$ cat src/hw/core_pkg.sv
`default_nettype none

package core_pkg;
    typedef logic [63:0] xlen_t;
    typedef logic [4:0]  reg_idx_t;
    typedef logic [2:0]  alu_op_t;
    typedef logic [1:0]  alu_src_t;
    typedef logic [1:0]  mem_size_t;
    typedef logic [7:0]  wmask_t;

    localparam alu_op_t alu_add  = 3'd0;
    localparam alu_op_t alu_sub  = 3'd1;
    localparam alu_op_t alu_sltu = 3'd2;
    localparam alu_op_t alu_sra  = 3'd3;
    localparam alu_op_t alu_eq   = 3'd4;  // 1 when operands equal

    // operand pairs
    localparam alu_src_t src_reg     = 2'd0;  // rs1, rs2
    localparam alu_src_t src_imm     = 2'd1;  // rs1, imm
    localparam alu_src_t src_pc_imm  = 2'd2;  // pc, imm
    localparam alu_src_t src_pc_four = 2'd3;  // pc, 4

    localparam mem_size_t size_byte   = 2'd0;
    localparam mem_size_t size_half   = 2'd1;
    localparam mem_size_t size_word   = 2'd2;
    localparam mem_size_t size_double = 2'd3;
endpackage

`default_nettype wire

$ cat src/hw/decode_if.sv
`timescale 1ns/1ps
`default_nettype none

interface decode_if;
    core_pkg::alu_op_t   alu_op;
    core_pkg::alu_src_t  alu_src;
    core_pkg::xlen_t     imm;
    core_pkg::reg_idx_t  rs1;
    core_pkg::reg_idx_t  rs2;
    core_pkg::reg_idx_t  rd;
    logic                reg_wen;
    logic                word_op;  // 32-bit result, sign-extended
    logic                mem_read;
    logic                mem_write;
    core_pkg::mem_size_t mem_size;
    logic                load_unsigned;
    logic                branch;
    logic                jump;     // jal and jalr
    logic                jalr;
    logic                illegal;
    logic                ebreak;

    modport decoder (
        output alu_op, alu_src, imm, rs1, rs2, rd, reg_wen, word_op,
               mem_read, mem_write, mem_size, load_unsigned,
               branch, jump, jalr, illegal, ebreak
    );

    modport datapath (
        input  alu_op, alu_src, imm, rs1, rs2, rd, reg_wen, word_op,
               mem_read, mem_write, mem_size, load_unsigned,
               branch, jump, jalr, illegal, ebreak
    );
endinterface

`default_nettype wire

$ cat src/hw/fetch_pc.sv
`timescale 1ns/1ps
`default_nettype none

module fetch_pc #(
    parameter core_pkg::xlen_t reset_pc = '0
) (
    input  wire                  clk,
    input  wire                  rst_n,
    decode_if.datapath           dec,
    input  wire core_pkg::xlen_t rs1_data,
    input  wire                  branch_taken,
    output core_pkg::xlen_t      pc,
    output logic                 halt
);
    logic            halted;
    core_pkg::xlen_t next_pc;
    core_pkg::xlen_t jalr_target;

    assign halt        = halted | dec.illegal | dec.ebreak;
    assign jalr_target = rs1_data + dec.imm;

    always_comb begin
        if (halt)
            next_pc = pc;  // frozen until reset
        else if (dec.jump && !dec.jalr)
            next_pc = pc + dec.imm;
        else if (dec.jalr)
            next_pc = {jalr_target[63:1], 1'b0};
        else if (branch_taken)
            next_pc = pc + dec.imm;
        else
            next_pc = pc + 64'd4;
    end

    always_ff @(posedge clk) begin
        if (!rst_n) begin
            pc     <= reset_pc;
            halted <= 1'b0;
        end else begin
            pc     <= next_pc;
            halted <= halt;
        end
    end
endmodule

`default_nettype wire

$ cat src/flat_wrapper.sv
// flat-port wrapper written by rule: the top's interface ports become plain ports
module fetch_pc_flat 
#(
    parameter core_pkg::xlen_t reset_pc = '0
)
  (clk, rst_n, rs1_data, branch_taken, pc, halt, dec_alu_op, dec_alu_src, dec_imm, dec_rs1, dec_rs2, dec_rd, dec_reg_wen, dec_word_op, dec_mem_read, dec_mem_write, dec_mem_size, dec_load_unsigned, dec_branch, dec_jump, dec_jalr, dec_illegal, dec_ebreak);
  decode_if dec_i ();
  input  wire clk;
  input  wire rst_n;
  input  wire core_pkg::xlen_t rs1_data;
  input  wire branch_taken;
  output core_pkg::xlen_t pc;
  output logic halt;
  input wire logic [$bits(dec_i.alu_op)-1:0] dec_alu_op;
  input wire logic [$bits(dec_i.alu_src)-1:0] dec_alu_src;
  input wire logic [$bits(dec_i.imm)-1:0] dec_imm;
  input wire logic [$bits(dec_i.rs1)-1:0] dec_rs1;
  input wire logic [$bits(dec_i.rs2)-1:0] dec_rs2;
  input wire logic [$bits(dec_i.rd)-1:0] dec_rd;
  input wire logic [$bits(dec_i.reg_wen)-1:0] dec_reg_wen;
  input wire logic [$bits(dec_i.word_op)-1:0] dec_word_op;
  input wire logic [$bits(dec_i.mem_read)-1:0] dec_mem_read;
  input wire logic [$bits(dec_i.mem_write)-1:0] dec_mem_write;
  input wire logic [$bits(dec_i.mem_size)-1:0] dec_mem_size;
  input wire logic [$bits(dec_i.load_unsigned)-1:0] dec_load_unsigned;
  input wire logic [$bits(dec_i.branch)-1:0] dec_branch;
  input wire logic [$bits(dec_i.jump)-1:0] dec_jump;
  input wire logic [$bits(dec_i.jalr)-1:0] dec_jalr;
  input wire logic [$bits(dec_i.illegal)-1:0] dec_illegal;
  input wire logic [$bits(dec_i.ebreak)-1:0] dec_ebreak;
  assign dec_i.alu_op = dec_alu_op;
  assign dec_i.alu_src = dec_alu_src;
  assign dec_i.imm = dec_imm;
  assign dec_i.rs1 = dec_rs1;
  assign dec_i.rs2 = dec_rs2;
  assign dec_i.rd = dec_rd;
  assign dec_i.reg_wen = dec_reg_wen;
  assign dec_i.word_op = dec_word_op;
  assign dec_i.mem_read = dec_mem_read;
  assign dec_i.mem_write = dec_mem_write;
  assign dec_i.mem_size = dec_mem_size;
  assign dec_i.load_unsigned = dec_load_unsigned;
  assign dec_i.branch = dec_branch;
  assign dec_i.jump = dec_jump;
  assign dec_i.jalr = dec_jalr;
  assign dec_i.illegal = dec_illegal;
  assign dec_i.ebreak = dec_ebreak;
  fetch_pc #(.reset_pc(reset_pc)) u_core (.clk(clk), .rst_n(rst_n), .dec(dec_i), .rs1_data(rs1_data), .branch_taken(branch_taken), .pc(pc), .halt(halt));
endmodule
$ cat config.mk
export PLATFORM = sky130hd
export DESIGN_NAME = fetch_pc_flat
export DESIGN_NICKNAME = d
export VERILOG_FILES = /design/src/hw/core_pkg.sv /design/src/hw/decode_if.sv /design/src/hw/fetch_pc.sv /design/src/flat_wrapper.sv
export SDC_FILE = /design/constraint.sdc
export NUM_CORES = 1
export LEC_CHECK = 0
export BUFFER_PORTS_ARGS = -buffer_cell sky130_fd_sc_hd__buf_4
export CAP_MARGIN = 20
export CORE_ASPECT_RATIO = 2
export CORE_UTILIZATION = 60
export CTS_CLUSTER_SIZE = 25
export DETAILED_ROUTE_END_ITERATION = 10
export PLACE_DENSITY = 0.86
export SYNTH_ARGS = -nofsm -noshare
export SYNTH_HDL_FRONTEND = slang
export SYNTH_SLANG_ARGS = --single-unit
$ cat constraint.sdc
create_clock -name clk -period 5.78 [get_ports clk]
set_clock_uncertainty 0.15 [all_clocks]
set_input_delay 0.578 -clock clk [delete_from_list [all_inputs] [get_ports clk]]
set_output_delay 0.578 -clock clk [all_outputs]
set_load 0.01 [all_outputs]
Yosys cells after proc, flatten, opt, wreduce, memory -nomap -nowiden
Cells that the tools add are included.
{"block": "word_totals", "input_bits": 163, "reg_bits": 65, "output_inout_bits": 65}
{"block": "classes", "reduce_logical": 2, "bitwise": 2, "muxes": 3, "add_sub_neg": 3}
{"cell": "$mux W64", "count": 3}
{"cell": "$add A64 B64 Y64", "count": 2}
{"cell": "$add A64 B3 Y64 const B", "count": 1}
{"cell": "$or A1 B1 Y1", "count": 2}
{"cell": "$logic_and A1 B1 Y1", "count": 1}
{"cell": "$logic_not A1 Y1", "count": 1}

Depth between registers and ports, before layout
Gate-level depths: netlist of run 1.
{"block": "depth", "depth_word": 4, "depth_mapped": 14, "ltp_nobuf": 14}

Worst setup path before layout of run 1
No wires, ideal clock.
{"block": "synth_timing", "path_type": "input to register", "from": "input port dec_imm[0]", "to": "register u_core.pc[56]", "path_buffers": 0, "arrival_time_ps": 3570, "stages": 14, "path_slack_ps": 1941, "path_cell_list": "ha_1 inv_1 fa_1 nand2b_1 a21oi_2 a31oi_1 o41a_1 o31ai_2 a221o_2 a31oi_1 o31a_1 mux2_2 a221oi_2 nor2_1"}
{"block": "synth_between", "elab_chain_cells": 4}
{"item": "start, declared", "line": "flat_wrapper.sv:16", "rtl": "input wire logic [$bits(dec_i.imm)-1:0] dec_imm;"}
{"item": "$add A64 B64 Y64", "line": "fetch_pc.sv:26, fetch_pc.sv:30"}
{"item": "$mux W64", "line": "fetch_pc.sv:29", "rtl": "else if (branch_taken)"}
{"item": "$mux W64", "line": "fetch_pc.sv:27", "rtl": "else if (dec.jalr)"}
{"item": "$mux W64 (*)", "line": "fetch_pc.sv:25", "rtl": "else if (dec.jump && !dec.jalr)"}
{"item": "end signal, assigned", "line": "fetch_pc.sv:37", "rtl": "pc <= reset_pc;"}
{"item": "end signal, assigned", "line": "fetch_pc.sv:40", "rtl": "pc <= next_pc;"}
{"item": "end, declared", "line": "fetch_pc.sv:12", "rtl": "output core_pkg::xlen_t pc,"}
Mark *: on every way between the ends. The rest lies on a longest branch, timed or not.
A chain may end at the register's enable or synchronous reset.

Worst setup path after layout of run 1
{"block": "layout_timing", "from": "input port dec_imm[3]", "to": "register u_core.pc[53]"}
The elaborated chain is that of the path after synthesis.

==> results of run 1 <==
cell families (layout without fill, tap and decap cells):
group	Yosys count	count (layout)	share of synthesized area, %
flops	65	65	11.36
compound gates	635	635	35.25
xor+xnor	162	162	12.38
fa+ha+maj	128	128	14.11
mux	5	5	0.4477
simple gates	545	545	22.28
buf+inv	127	267	4.182
final timing paths:
path	startpoint	endpoint	depth (start not counted)
worst max register to register	u_core.pc[0]$_SDFFE_PN0P_	u_core.pc[56]$_SDFFE_PN0P_	14
worst min register to register	u_core.pc[0]$_SDFFE_PN0P_	u_core.pc[0]$_SDFFE_PN0P_	2
worst min-delay path	u_core.pc[0]$_SDFFE_PN0P_	u_core.pc[0]$_SDFFE_PN0P_	2
worst max-delay path	dec_imm[3]	u_core.pc[53]$_SDFFE_PN0P_	14
cell usage after synthesis (all sizes together) (13+ instances only):
cell	instances
o21ai	145
nor2b	13
a31oi	17
o211ai	19
a211oi	27
a21oi	209
nor3	30
nor2	117
nand2	208
ha	126
a221oi	28
and3	24
o21bai	24
inv	37
o31ai	13
xnor2	106
nand4	46
a21o	51
clkbuf	82
o21a	14
xor2	56
nand3	48
dfxtp	65
flip-flops by register name, summed over array words and instances (netlist names):
name and cells:
u_core.halted 1, u_core.pc 64
final cells by class:
type | count | area (sq um)
tap | 255 | 319.1
inverter | 38 | 142.6
clock buffer | 10 | 229.0
sequential | 65 | 1301
clock inverter | 6 | 67.56
fill | 1701 | 5391
multi-input combinational | 1475 | 9694
timing repair buffer | 213 | 1599
power breakdown:
group	internal [mW]	switching [mW]
Combinational	0.475	0.739
Clock	0.337	0.262
Sequential	0.475	0.0562
Total	1.29	1.06
layer usage:
metal | share of wire, % | track usage (%)
met1 | 30 | 44.34
met2 | 48 | 84.83
met3 | 8.1 | 12.03
met4 | 14 | 56.05
met5 | 0 | 0
worst reg2reg max path: cells and delay by family (launching register included):
kind                       cells  cell delay, ps
AOI/OAI and AO/OA              8            2330
adders and majority gates      2             600
buffers and inverters          1              70
DFF                            1             350
muxes                          1             330
and+or+nand+nor                2             290
metrics by stage:
stage / hold slack, ps / area [sq um] / cells
after CTS: 362.5 / 13350 / 2061
final: 360.7 / 13350 / 2062
after detailed placement: 353.8 / 13050 / 2045
after floorplan: 359.0 / 11460 / 1667
after global routing: 394.1 / 13350 / 2062
after global placement: 333.3 / 13050 / 2045
==> impl_metrics.tcl, run 1 <==
set metrics [dict create \
    final_common_cell "buf_4" \
    drive_above_1_share_pct 13.61 \
    viasPerCell 7.006 \
    first_global_vias 14136 \
    antenna_found_initial 0 \
    io_buffers 199 \
    dp_hpwl_mm 37.79 \
    grt_max_degree 50 \
    slowest_stage "a21oi_1" \
    worstSkewPairLatency_ps 360 \
    ir_drop_mv 0.1449 \
    worst_pin_slew_ps 1028 \
    wl_per_cell_um 23.78 \
    synth_top_area_share_pct 13.76 \
    gp_congestion 1.060 \
    fin_util_pct 71.24 \
    cp_max_fo 4 \
    clockRootBuffer "clkbuf_16" \
    clk_pin_slew_worst_paths_ps 60 \
    grt_pass1_wl_mm 75.35 \
    critPathBufInv 2 \
    cp_top_family "compound AO/OA/AOI/OAI gates" \
    clock_path_buffers 2 \
    cts-hold-fix-buffers 0 \
    yosysSeqAreaShare_pct 11.36 \
    cts_tree "built" \
    final_nets 2093 \
    pin_count 228 \
    start_kind "input pin" \
    hp-class "flop to flop" \
    fp.dieH_um 197.4 \
    firstDrtPassIters 6 \
    initial_core_util_pct 61.13 \
    yosys_warnings 0 \
    async_flop_share_pct 0 \
    synth_flop_cell "dfxtp_1" \
    syn_area_sq_mm 0.01146 \
    route.detailed.drc 0 \
    dr_total_vias 14447 \
    status "finished clean" \
    rows 71 \
    crit_required_ps 5860 \
    total_power_mw 2.345 \
    core_area_sq_mm 0.01874 \
    netlist_instances 1667 \
    period_minus_slack_ps 4254 \
    final_antenna_net_count 0 \
    synth_cell_type_count 79 \
    r2r_setup_slack_ps 1560 \
    die-area_sq_mm 0.01969 \
    dp_slack_ps 1358 \
    postSynthAreaPerCell_sq_um 6.874 \
    total_leakage_power_nw 5.760 \
    critPathKind "input pin to flop" \
    cp-end-kind "flop" \
    h-tree-depth 3 \
    path_cells "buf_4 > ha_1 > and3_1 > a21boi_1 > o21ai_0 > a21oi_1 > a21oi_1 > o2111a_1 > o21a_1 > nor3_1 > buf_4 > nor2_1 > xor2_1 > o211ai_1" \
    cts_sinks 65 \
    wirelength_mm 49.04 \
    crit_arrival_ps 4330 \
    syn_nets 1958 \
    grt_setup_unrepaired "no" \
    tns_ps 0 \
    overflow 0 \
    n_antenna_cell 0 \
    drtIter0Drc 1033 \
    max_clock_freq_mhz 235.1 \
    synth_top_area_cell "ha_1" \
    track_usage_pct 49.65 \
    syn_to_final_growth_pct 16.53 \
    worst_slack_ps 1526 \
    final_max_slew_viol_count 0 \
    cts_resized 0 \
    max_stage_delay_ps 690 \
    cts_setup_buffers 0 \
    yosys_register_bits 65 \
    cts_made_buffers 9 \
    maxSlewHeadroom_pct 31.29 \
    fin_crit_sh_pct 73.60 \
    final_cell_mix "212 x buf_4, 208 x nand2_1, 208 x a21oi_1, 126 x ha_1, 115 x nor2_1" \
    die_width_um 99.72 \
    max_cap_violations 0 \
    synth_edf_count 0 \
    finalSetupViolCount 0 \
    ys_top_cells_by_area "ha_1 14%, dfxtp_1 11%, a21oi_1 9.1%" \
    hold_viol 0 \
    p_per_area_mw_per_mm2 175.6 \
]
No activity file was read; power rests on OpenSTA's default activity.
==> run 2, diff against run 1 <==
--- a/config.mk
+++ b/config.mk
@@ -8,10 +8,10 @@
 export BUFFER_PORTS_ARGS = -buffer_cell sky130_fd_sc_hd__buf_4
 export CAP_MARGIN = 20
 export CORE_ASPECT_RATIO = 2
-export CORE_UTILIZATION = 60
+export CORE_UTILIZATION = 58
 export CTS_CLUSTER_SIZE = 25
 export DETAILED_ROUTE_END_ITERATION = 10
-export PLACE_DENSITY = 0.86
+export PLACE_DENSITY = 0.83
 export SYNTH_ARGS = -nofsm -noshare
 export SYNTH_HDL_FRONTEND = slang
 export SYNTH_SLANG_ARGS = --single-unit
==> constraint.sdc (replaced) <==
create_clock -name clk -period 3.95 [get_ports clk]
set_clock_uncertainty 0.15 [all_clocks]
set_input_delay 0.395 -clock clk [delete_from_list [all_inputs] [get_ports clk]]
set_output_delay 0.395 -clock clk [all_outputs]
set_load 0.01 [all_outputs]
==> impl_metrics.tcl, run 2 <==
set metrics [dict create \
    synth_common_cells "208 x a21oi_1, 208 x nand2_1, 126 x ha_1" \
    clockRootBuffer "clkbuf_16" \
    status "aborted with a tool error" \
    track_usage_pct 54.29 \
    yosys_register_bits 65 \
    cts_setup_buffers 0 \
    cts_made_buffers 9 \
    io_buffers 199 \
    die_width_um 101.4 \
    grt_max_degree 41 \
    postSynthAreaPerCell_sq_um 6.874 \
    dp_hpwl_mm 40.11 \
    grt_pass1_wl_mm 84.10 \
    rows 72 \
    synth_top_area_cell "ha_1" \
    synth_cell_type_count 79 \
    synth_edf_count 0 \
    syn_area_sq_mm 0.01146 \
    syn_nets 1958 \
    place_area_sq_mm 0.01379 \
    fp.dieH_um 200.8 \
    cts-hold-fix-buffers 0 \
    cts_resized 0 \
    h-tree-depth 3 \
    overflow 4 \
    first_global_vias 15223 \
    initial_core_util_pct 59.16 \
    stop_stage "5_1_grt" \
    clock_path_buffers 2 \
    yosysSeqAreaShare_pct 11.36 \
    async_flop_share_pct 0 \
    synth_flop_cell "dfxtp_1" \
    cts_sinks 65 \
    netlist_instances 1667 \
    error "[ERROR GRT-0116] Global routing finished with congestion. Check the congestion regions in the DRC Viewer." \
    gp_congestion 1.019 \
    yosys_warnings 0 \
    pin_count 228 \
    ys_top_cells_by_area "ha_1 14%, dfxtp_1 11%, a21oi_1 9.1%" \
    synth_top_area_share_pct 13.76 \
]
## run 2: routing by layer
layer | global-route usage (%) | GRT overflow
met1 | 52.27 | 0
met2 | 84.62 | 3
met3 | 17.72 | 0
met4 | 59.83 | 1
met5 | 0 | 0
## run 2: cells by family after synthesis
logic type               share of synthesized area, %
AO/OA/AOI/OAI                                   35.25
XOR/XNOR                                        12.38
adder cells (fa/ha/maj)                         14.11
buffers and inverters                           4.182
flip-flops                                      11.36
multiplexers                                   0.4477
AND/OR/NAND/NOR                                 22.28
## run 2: stage by stage
step | util [%] | setup WS, ps | std cells
after detailed placement | 71.20 | 26.52 | 2148
after global placement | 71.20 | 15.08 | 2148
after floorplan | - | 284.5 | 1667
after CTS | 72.78 | 133.9 | 2164
==> run 3, diff against run 2 <==
--- a/config.mk
+++ b/config.mk
@@ -7,11 +7,9 @@
 export LEC_CHECK = 0
 export BUFFER_PORTS_ARGS = -buffer_cell sky130_fd_sc_hd__buf_4
 export CAP_MARGIN = 20
-export CORE_ASPECT_RATIO = 2
-export CORE_UTILIZATION = 58
-export CTS_CLUSTER_SIZE = 25
+export CORE_UTILIZATION = 40
 export DETAILED_ROUTE_END_ITERATION = 10
-export PLACE_DENSITY = 0.83
+export PLACE_DENSITY_LB_ADDON = 0.15
 export SYNTH_ARGS = -nofsm -noshare
 export SYNTH_HDL_FRONTEND = slang
 export SYNTH_SLANG_ARGS = --single-unit
==> impl_metrics.tcl, run 3 (synthesis gave the netlist of run 1 again) <==
set metrics [dict create \
    crit_arrival_ps 3830 \
    final_max_slew_viol_count 0 \
    hold-worst-slack_ps 318.9 \
    start_kind "flop" \
    total_power_mw 3.496 \
    finalSetupViolCount 0 \
    worst_pin_slew_ps 780.0 \
    regMostFlops "u_core.pc" \
    crit_required_ps 4040 \
    tns_ps 0 \
    worstSkewPairLatency_ps 360 \
    final_area_sq_mm 0.01439 \
    n_antenna_cell 0 \
    max_cap_violations 0 \
    cts_tree "built" \
    rows 61 \
    final_nets 2207 \
    die-area_sq_mm 0.02933 \
    final_antenna_net_count 0 \
    hp-class "input pin to flop" \
    grt_pass1_wl_mm 70.45 \
    clock_path_buffers 2 \
    pin_count 228 \
    final_common_cell "buf_4" \
    period_minus_slack_ps 3738 \
    wirelength_mm 46.07 \
    wl_per_cell_um 20.04 \
    place_area_sq_mm 0.01406 \
    antenna_found_initial 0 \
    max_clock_freq_mhz 267.5 \
    drtIter0Drc 1290 \
    worst_slack_ps 211.9 \
    total_leakage_power_nw 6.328 \
    viasPerCell 6.054 \
    multi_input_area_sq_mm 0.009706 \
    cts_sinks 65 \
    dr_total_vias 13918 \
    gp_congestion 0.9582 \
    firstDrtPassIters 8 \
    clk_pin_slew_worst_paths_ps 60 \
    die_width_um 171.3 \
    status "finished clean" \
    clockRootBuffer "clkbuf_16" \
    first_global_vias 13100 \
    cp-end-kind "flop" \
    core_area_sq_mm 0.02801 \
    grt_max_degree 63 \
    h-tree-depth 3 \
    ir_drop_mv 0.2063 \
    track_usage_pct 30.99 \
    route.detailed.drc 0 \
    maxSlewHeadroom_pct 48.00 \
    dp_slack_ps -109.5 \
    initial_core_util_pct 40.91 \
    cp_max_fo 3 \
    overflow 0 \
    dp_hpwl_mm 36.62 \
    ff_latch_area_sq_mm 0.001303 \
    final_cell_mix "326 x buf_4, 208 x nand2_1, 208 x a21oi_1, 125 x ha_1, 115 x nor2_1" \
    fin_cells 2299 \
    fp.dieH_um 171.3 \
    p_per_area_mw_per_mm2 243.0 \
    drive_above_1_share_pct 18.84 \
    dp.cells 2281 \
    fin_util_pct 51.37 \
    nFillCells 2857 \
    fin_crit_sh_pct 94.63 \
    hold_viol 0 \
    critPathKind "flop to flop" \
    syn_to_final_growth_pct 25.57 \
    reg.largest.list "u_core.pc: 64 flops, u_core.halted: 1 flops" \
    largest_reg_flops 64 \
    io_buffers 199 \
    cts_made_buffers 9 \
]
[run 3: worst max-delay path, cell delays in order (launching register included)]
cell and delay (ps):
dfxtp_2 340, ha_2 170, inv_1 50, fa_1 370
nand2b_1 180, a21oi_2 180, a31oi_1 140, o41a_1 400
o31ai_4 280, a221o_2 220, a31oi_2 150, o31a_1 350
mux2_2 310, a221oi_2 260, nor2_1 70
[run 3: where the power goes]
group / total [mW] / switching [mW] / internal [mW]
Combinational: 1.88 / 1.07 / 0.803
Sequential: 0.751 / 0.0553 / 0.696
Clock: 0.868 / 0.363 / 0.505
[run 3: final cells by class]
cell class,count,area share (%)
Clock inverter,5,0.3826
Tap cell,378,3.287
Timing Repair Buffer,327,17.15
Inverter,38,0.9913
Multi-Input combinational cell,1475,67.45
Clock buffer,11,1.687
Sequential cell,65,9.052
[run 3: metal layers]
| metal | part of all wire [%] | track usage [%] | vias to the layer above | wire, um |
|---|---|---|---|---|
| met5 | 0 | 0 | - | 0 |
| met4 | 3.9 | 14.44 | 0 | 1807 |
| met3 | 7.0 | 3.613 | 95 | 3228 |
| met2 | 44 | 49.42 | 577 | 20430 |
| met1 | 45 | 41.54 | 6512 | 20600 |
| li1 | - | - | 6734 | - |
[run 3: worst paths after layout]
check	startpoint	depth (start not counted)	slack, ps	endpoint
worst max register to register	u_core.pc[0]$_SDFFE_PN0P_	14	210	u_core.pc[56]$_SDFFE_PN0P_
worst max-delay path	u_core.pc[0]$_SDFFE_PN0P_	14	210	u_core.pc[56]$_SDFFE_PN0P_
worst min register to register	u_core.pc[0]$_SDFFE_PN0P_	2	360	u_core.pc[0]$_SDFFE_PN0P_
worst min-delay path	dec_jalr	3	320	u_core.pc[33]$_SDFFE_PN0P_
[run 3: repair_timing]
| item | 4_1_cts | 5_1_grt |
|---|---|---|
| resized for setup | 0 | 4 |
| setup endpoints to repair | 0 | 2 |
| hold endpoints to repair | 0 | 0 |
| setup buffers | 0 | 2 |
| hold buffers | 0 | 0 |
==> run 4, diff against run 3 <==
--- a/config.mk
+++ b/config.mk
@@ -9,7 +9,7 @@
 export CAP_MARGIN = 20
 export CORE_UTILIZATION = 40
 export DETAILED_ROUTE_END_ITERATION = 10
-export PLACE_DENSITY_LB_ADDON = 0.15
+export PLACE_DENSITY = 0.69
 export SYNTH_ARGS = -nofsm -noshare
 export SYNTH_HDL_FRONTEND = slang
 export SYNTH_SLANG_ARGS = --single-unit
==> impl_metrics.tcl, run 4 (synthesis gave the netlist of run 1 again) <==
set metrics [dict create \
    crit_required_ps 4040 \
    hold_path_depth 2 \
    grt_pass1_wl_mm 69.19 \
    final_nets 2187 \
    hold_end "u_core.pc[0]$_SDFFE_PN0P_" \
    grt_max_degree 70 \
    tns_ps 0 \
    reg.largest.list "u_core.pc: 64 flops, u_core.halted: 1 flops" \
    p_per_area_mw_per_mm2 237.7 \
    dp_slack_ps -115.2 \
    antenna_found_initial 0 \
    first_global_vias 13041 \
    min_from "u_core.pc[0]$_SDFFE_PN0P_" \
    critPathKind "flop to flop" \
    final_common_cell "buf_4" \
    cp_max_fo 3 \
    die_width_um 171.3 \
    finalSetupViolCount 0 \
    final_antenna_net_count 0 \
    crit_arrival_ps 3890 \
    regMostFlops "u_core.pc" \
    final_max_slew_viol_count 0 \
    worst_r2r_startpoint "u_core.pc[0]$_SDFFE_PN0P_" \
    fin_util_pct 50.71 \
    route.detailed.drc 0 \
    cts_made_buffers 9 \
    dp_hpwl_mm 35.86 \
    max_cap_violations 0 \
    cts_tree "built" \
    r2r_setup_slack_ps 160 \
    initial_core_util_pct 40.91 \
    ir_drop_mv 0.1888 \
    slowest_stage "o31a_1" \
    pin_count 228 \
    clk_pin_slew_worst_paths_ps 60 \
    period_minus_slack_ps 3792 \
    io_buffers 199 \
    syn_to_final_growth_pct 23.96 \
    wl_per_cell_um 19.88 \
    fp.dieH_um 171.3 \
    path_cells "ha_2 > inv_1 > fa_1 > nand2b_4 > a21oi_4 > a31oi_2 > o41a_1 > o31ai_2 > a221o_2 > a31oi_2 > o31a_1 > mux2_2 > a221oi_2 > nor2_1" \
    cp_common_cell "a31oi_2" \
    track_usage_pct 30.19 \
    final_cell_mix "307 x buf_4, 208 x nand2_1, 208 x a21oi_1, 125 x ha_1, 115 x nor2_1" \
    worst_slack_ps 157.7 \
    hold-worst-slack_ps 352.5 \
    hp-class "flop to flop" \
    place_area_sq_mm 0.01390 \
    dr_total_vias 13983 \
    gp_congestion 0.9606 \
    crit_cells 14 \
    max_clock_freq_mhz 263.7 \
    total_leakage_power_nw 6.226 \
    status "finished clean" \
    grt_setup_unrepaired "no" \
    final_area_sq_mm 0.01420 \
    largest_reg_flops 64 \
    clockRootBuffer "clkbuf_16" \
    cp-end-kind "flop" \
    overflow 0 \
    rr_worst_depth 14 \
    clock_path_buffers 2 \
    worstSkewPairLatency_ps 360 \
    fin_crit_sh_pct 96.01 \
    r2r_end "u_core.pc[56]$_SDFFE_PN0P_" \
    critPathBufInv 1 \
    cts-hold-fix-buffers 0 \
    h-tree-depth 3 \
    rows 61 \
    n_antenna_cell 0 \
    drive_above_1_share_pct 18.05 \
    firstDrtPassIters 6 \
    maxSlewHeadroom_pct 43.67 \
    wirelength_mm 45.29 \
    drtIter0Drc 1494 \
    viasPerCell 6.138 \
    cp_top_family "compound AO/OA/AOI/OAI gates" \
    hold_viol 0 \
    start_kind "flop" \
    core_area_sq_mm 0.02801 \
    worst_pin_slew_ps 844.9 \
    cts_sinks 65 \
    max_stage_delay_ps 420 \
    die-area_sq_mm 0.02933 \
]
[run 4: metrics by stage]
step,instances,power (mW)
global route,2278,3.567
finish,2278,3.377
CTS,2277,3.337
floorplan,1667,1.896
global placement,2262,2.541
detailed placement,2262,2.556
[run 4: worst max-delay path by stage]
| stage | from | end | slack [ps] |
|---|---|---|---|
| 3_3_place_gp | dec_imm[0] | u_core.pc[56]$_SDFFE_PN0P_ | -50 |
| 3_5_place_dp | dec_imm[0] | u_core.pc[56]$_SDFFE_PN0P_ | -120 |
| 5_1_grt | u_core.pc[0]$_SDFFE_PN0P_ | u_core.pc[56]$_SDFFE_PN0P_ | 8 |
| 2_1_floorplan | u_core.pc[0]$_SDFFE_PN0P_ | u_core.pc[56]$_SDFFE_PN0P_ | 280 |
| 4_1_cts | u_core.pc[0]$_SDFFE_PN0P_ | u_core.pc[56]$_SDFFE_PN0P_ | 60 |
| 6_report | u_core.pc[0]$_SDFFE_PN0P_ | u_core.pc[56]$_SDFFE_PN0P_ | 160 |
[run 4: metal layers]
layer	vias up	share of wire (%)	track usage (%)
li1	6676	-	-
met1	6535	43	40.22
met2	677	45	49.56
met3	95	8.5	3.912
met4	0	3.2	10.99
met5	-	0	0
[run 4: power by group]
part,switching (mW),leakage (nW),internal (mW)
Clock,0.345,0.135,0.435
Sequential,0.0620,0.531,0.696
Combinational,1.06,5.56,0.783
[run 4: worst register-to-register path, stage by stage (launching register included)]
cell and delay (ps):
dfxtp_2 330, ha_2 180, inv_1 50, fa_1 380, nand2b_4 170, a21oi_4 190, a31oi_2 130, o41a_1 360
o31ai_2 300, a221o_2 240, a31oi_2 140, o31a_1 420, mux2_2 310, a221oi_2 260, nor2_1 70
[run 4: cell type report]
class                           instances  area [sq um]
Inverter                               38         142.6
Tap cell                              378         473.0
Timing Repair Buffer                  307          2305
Sequential cell                        65          1303
Clock inverter                          4         20.02
Fill cell                            2820         13810
Multi-Input combinational cell       1475          9718
Clock buffer                           11         242.7
[run 4: what timing repair did]
item,4_1_cts,5_1_grt
resized for setup,0,6
pin swaps,1,5
endpoints found under the setup margin,1,2
setup buffers,0,1
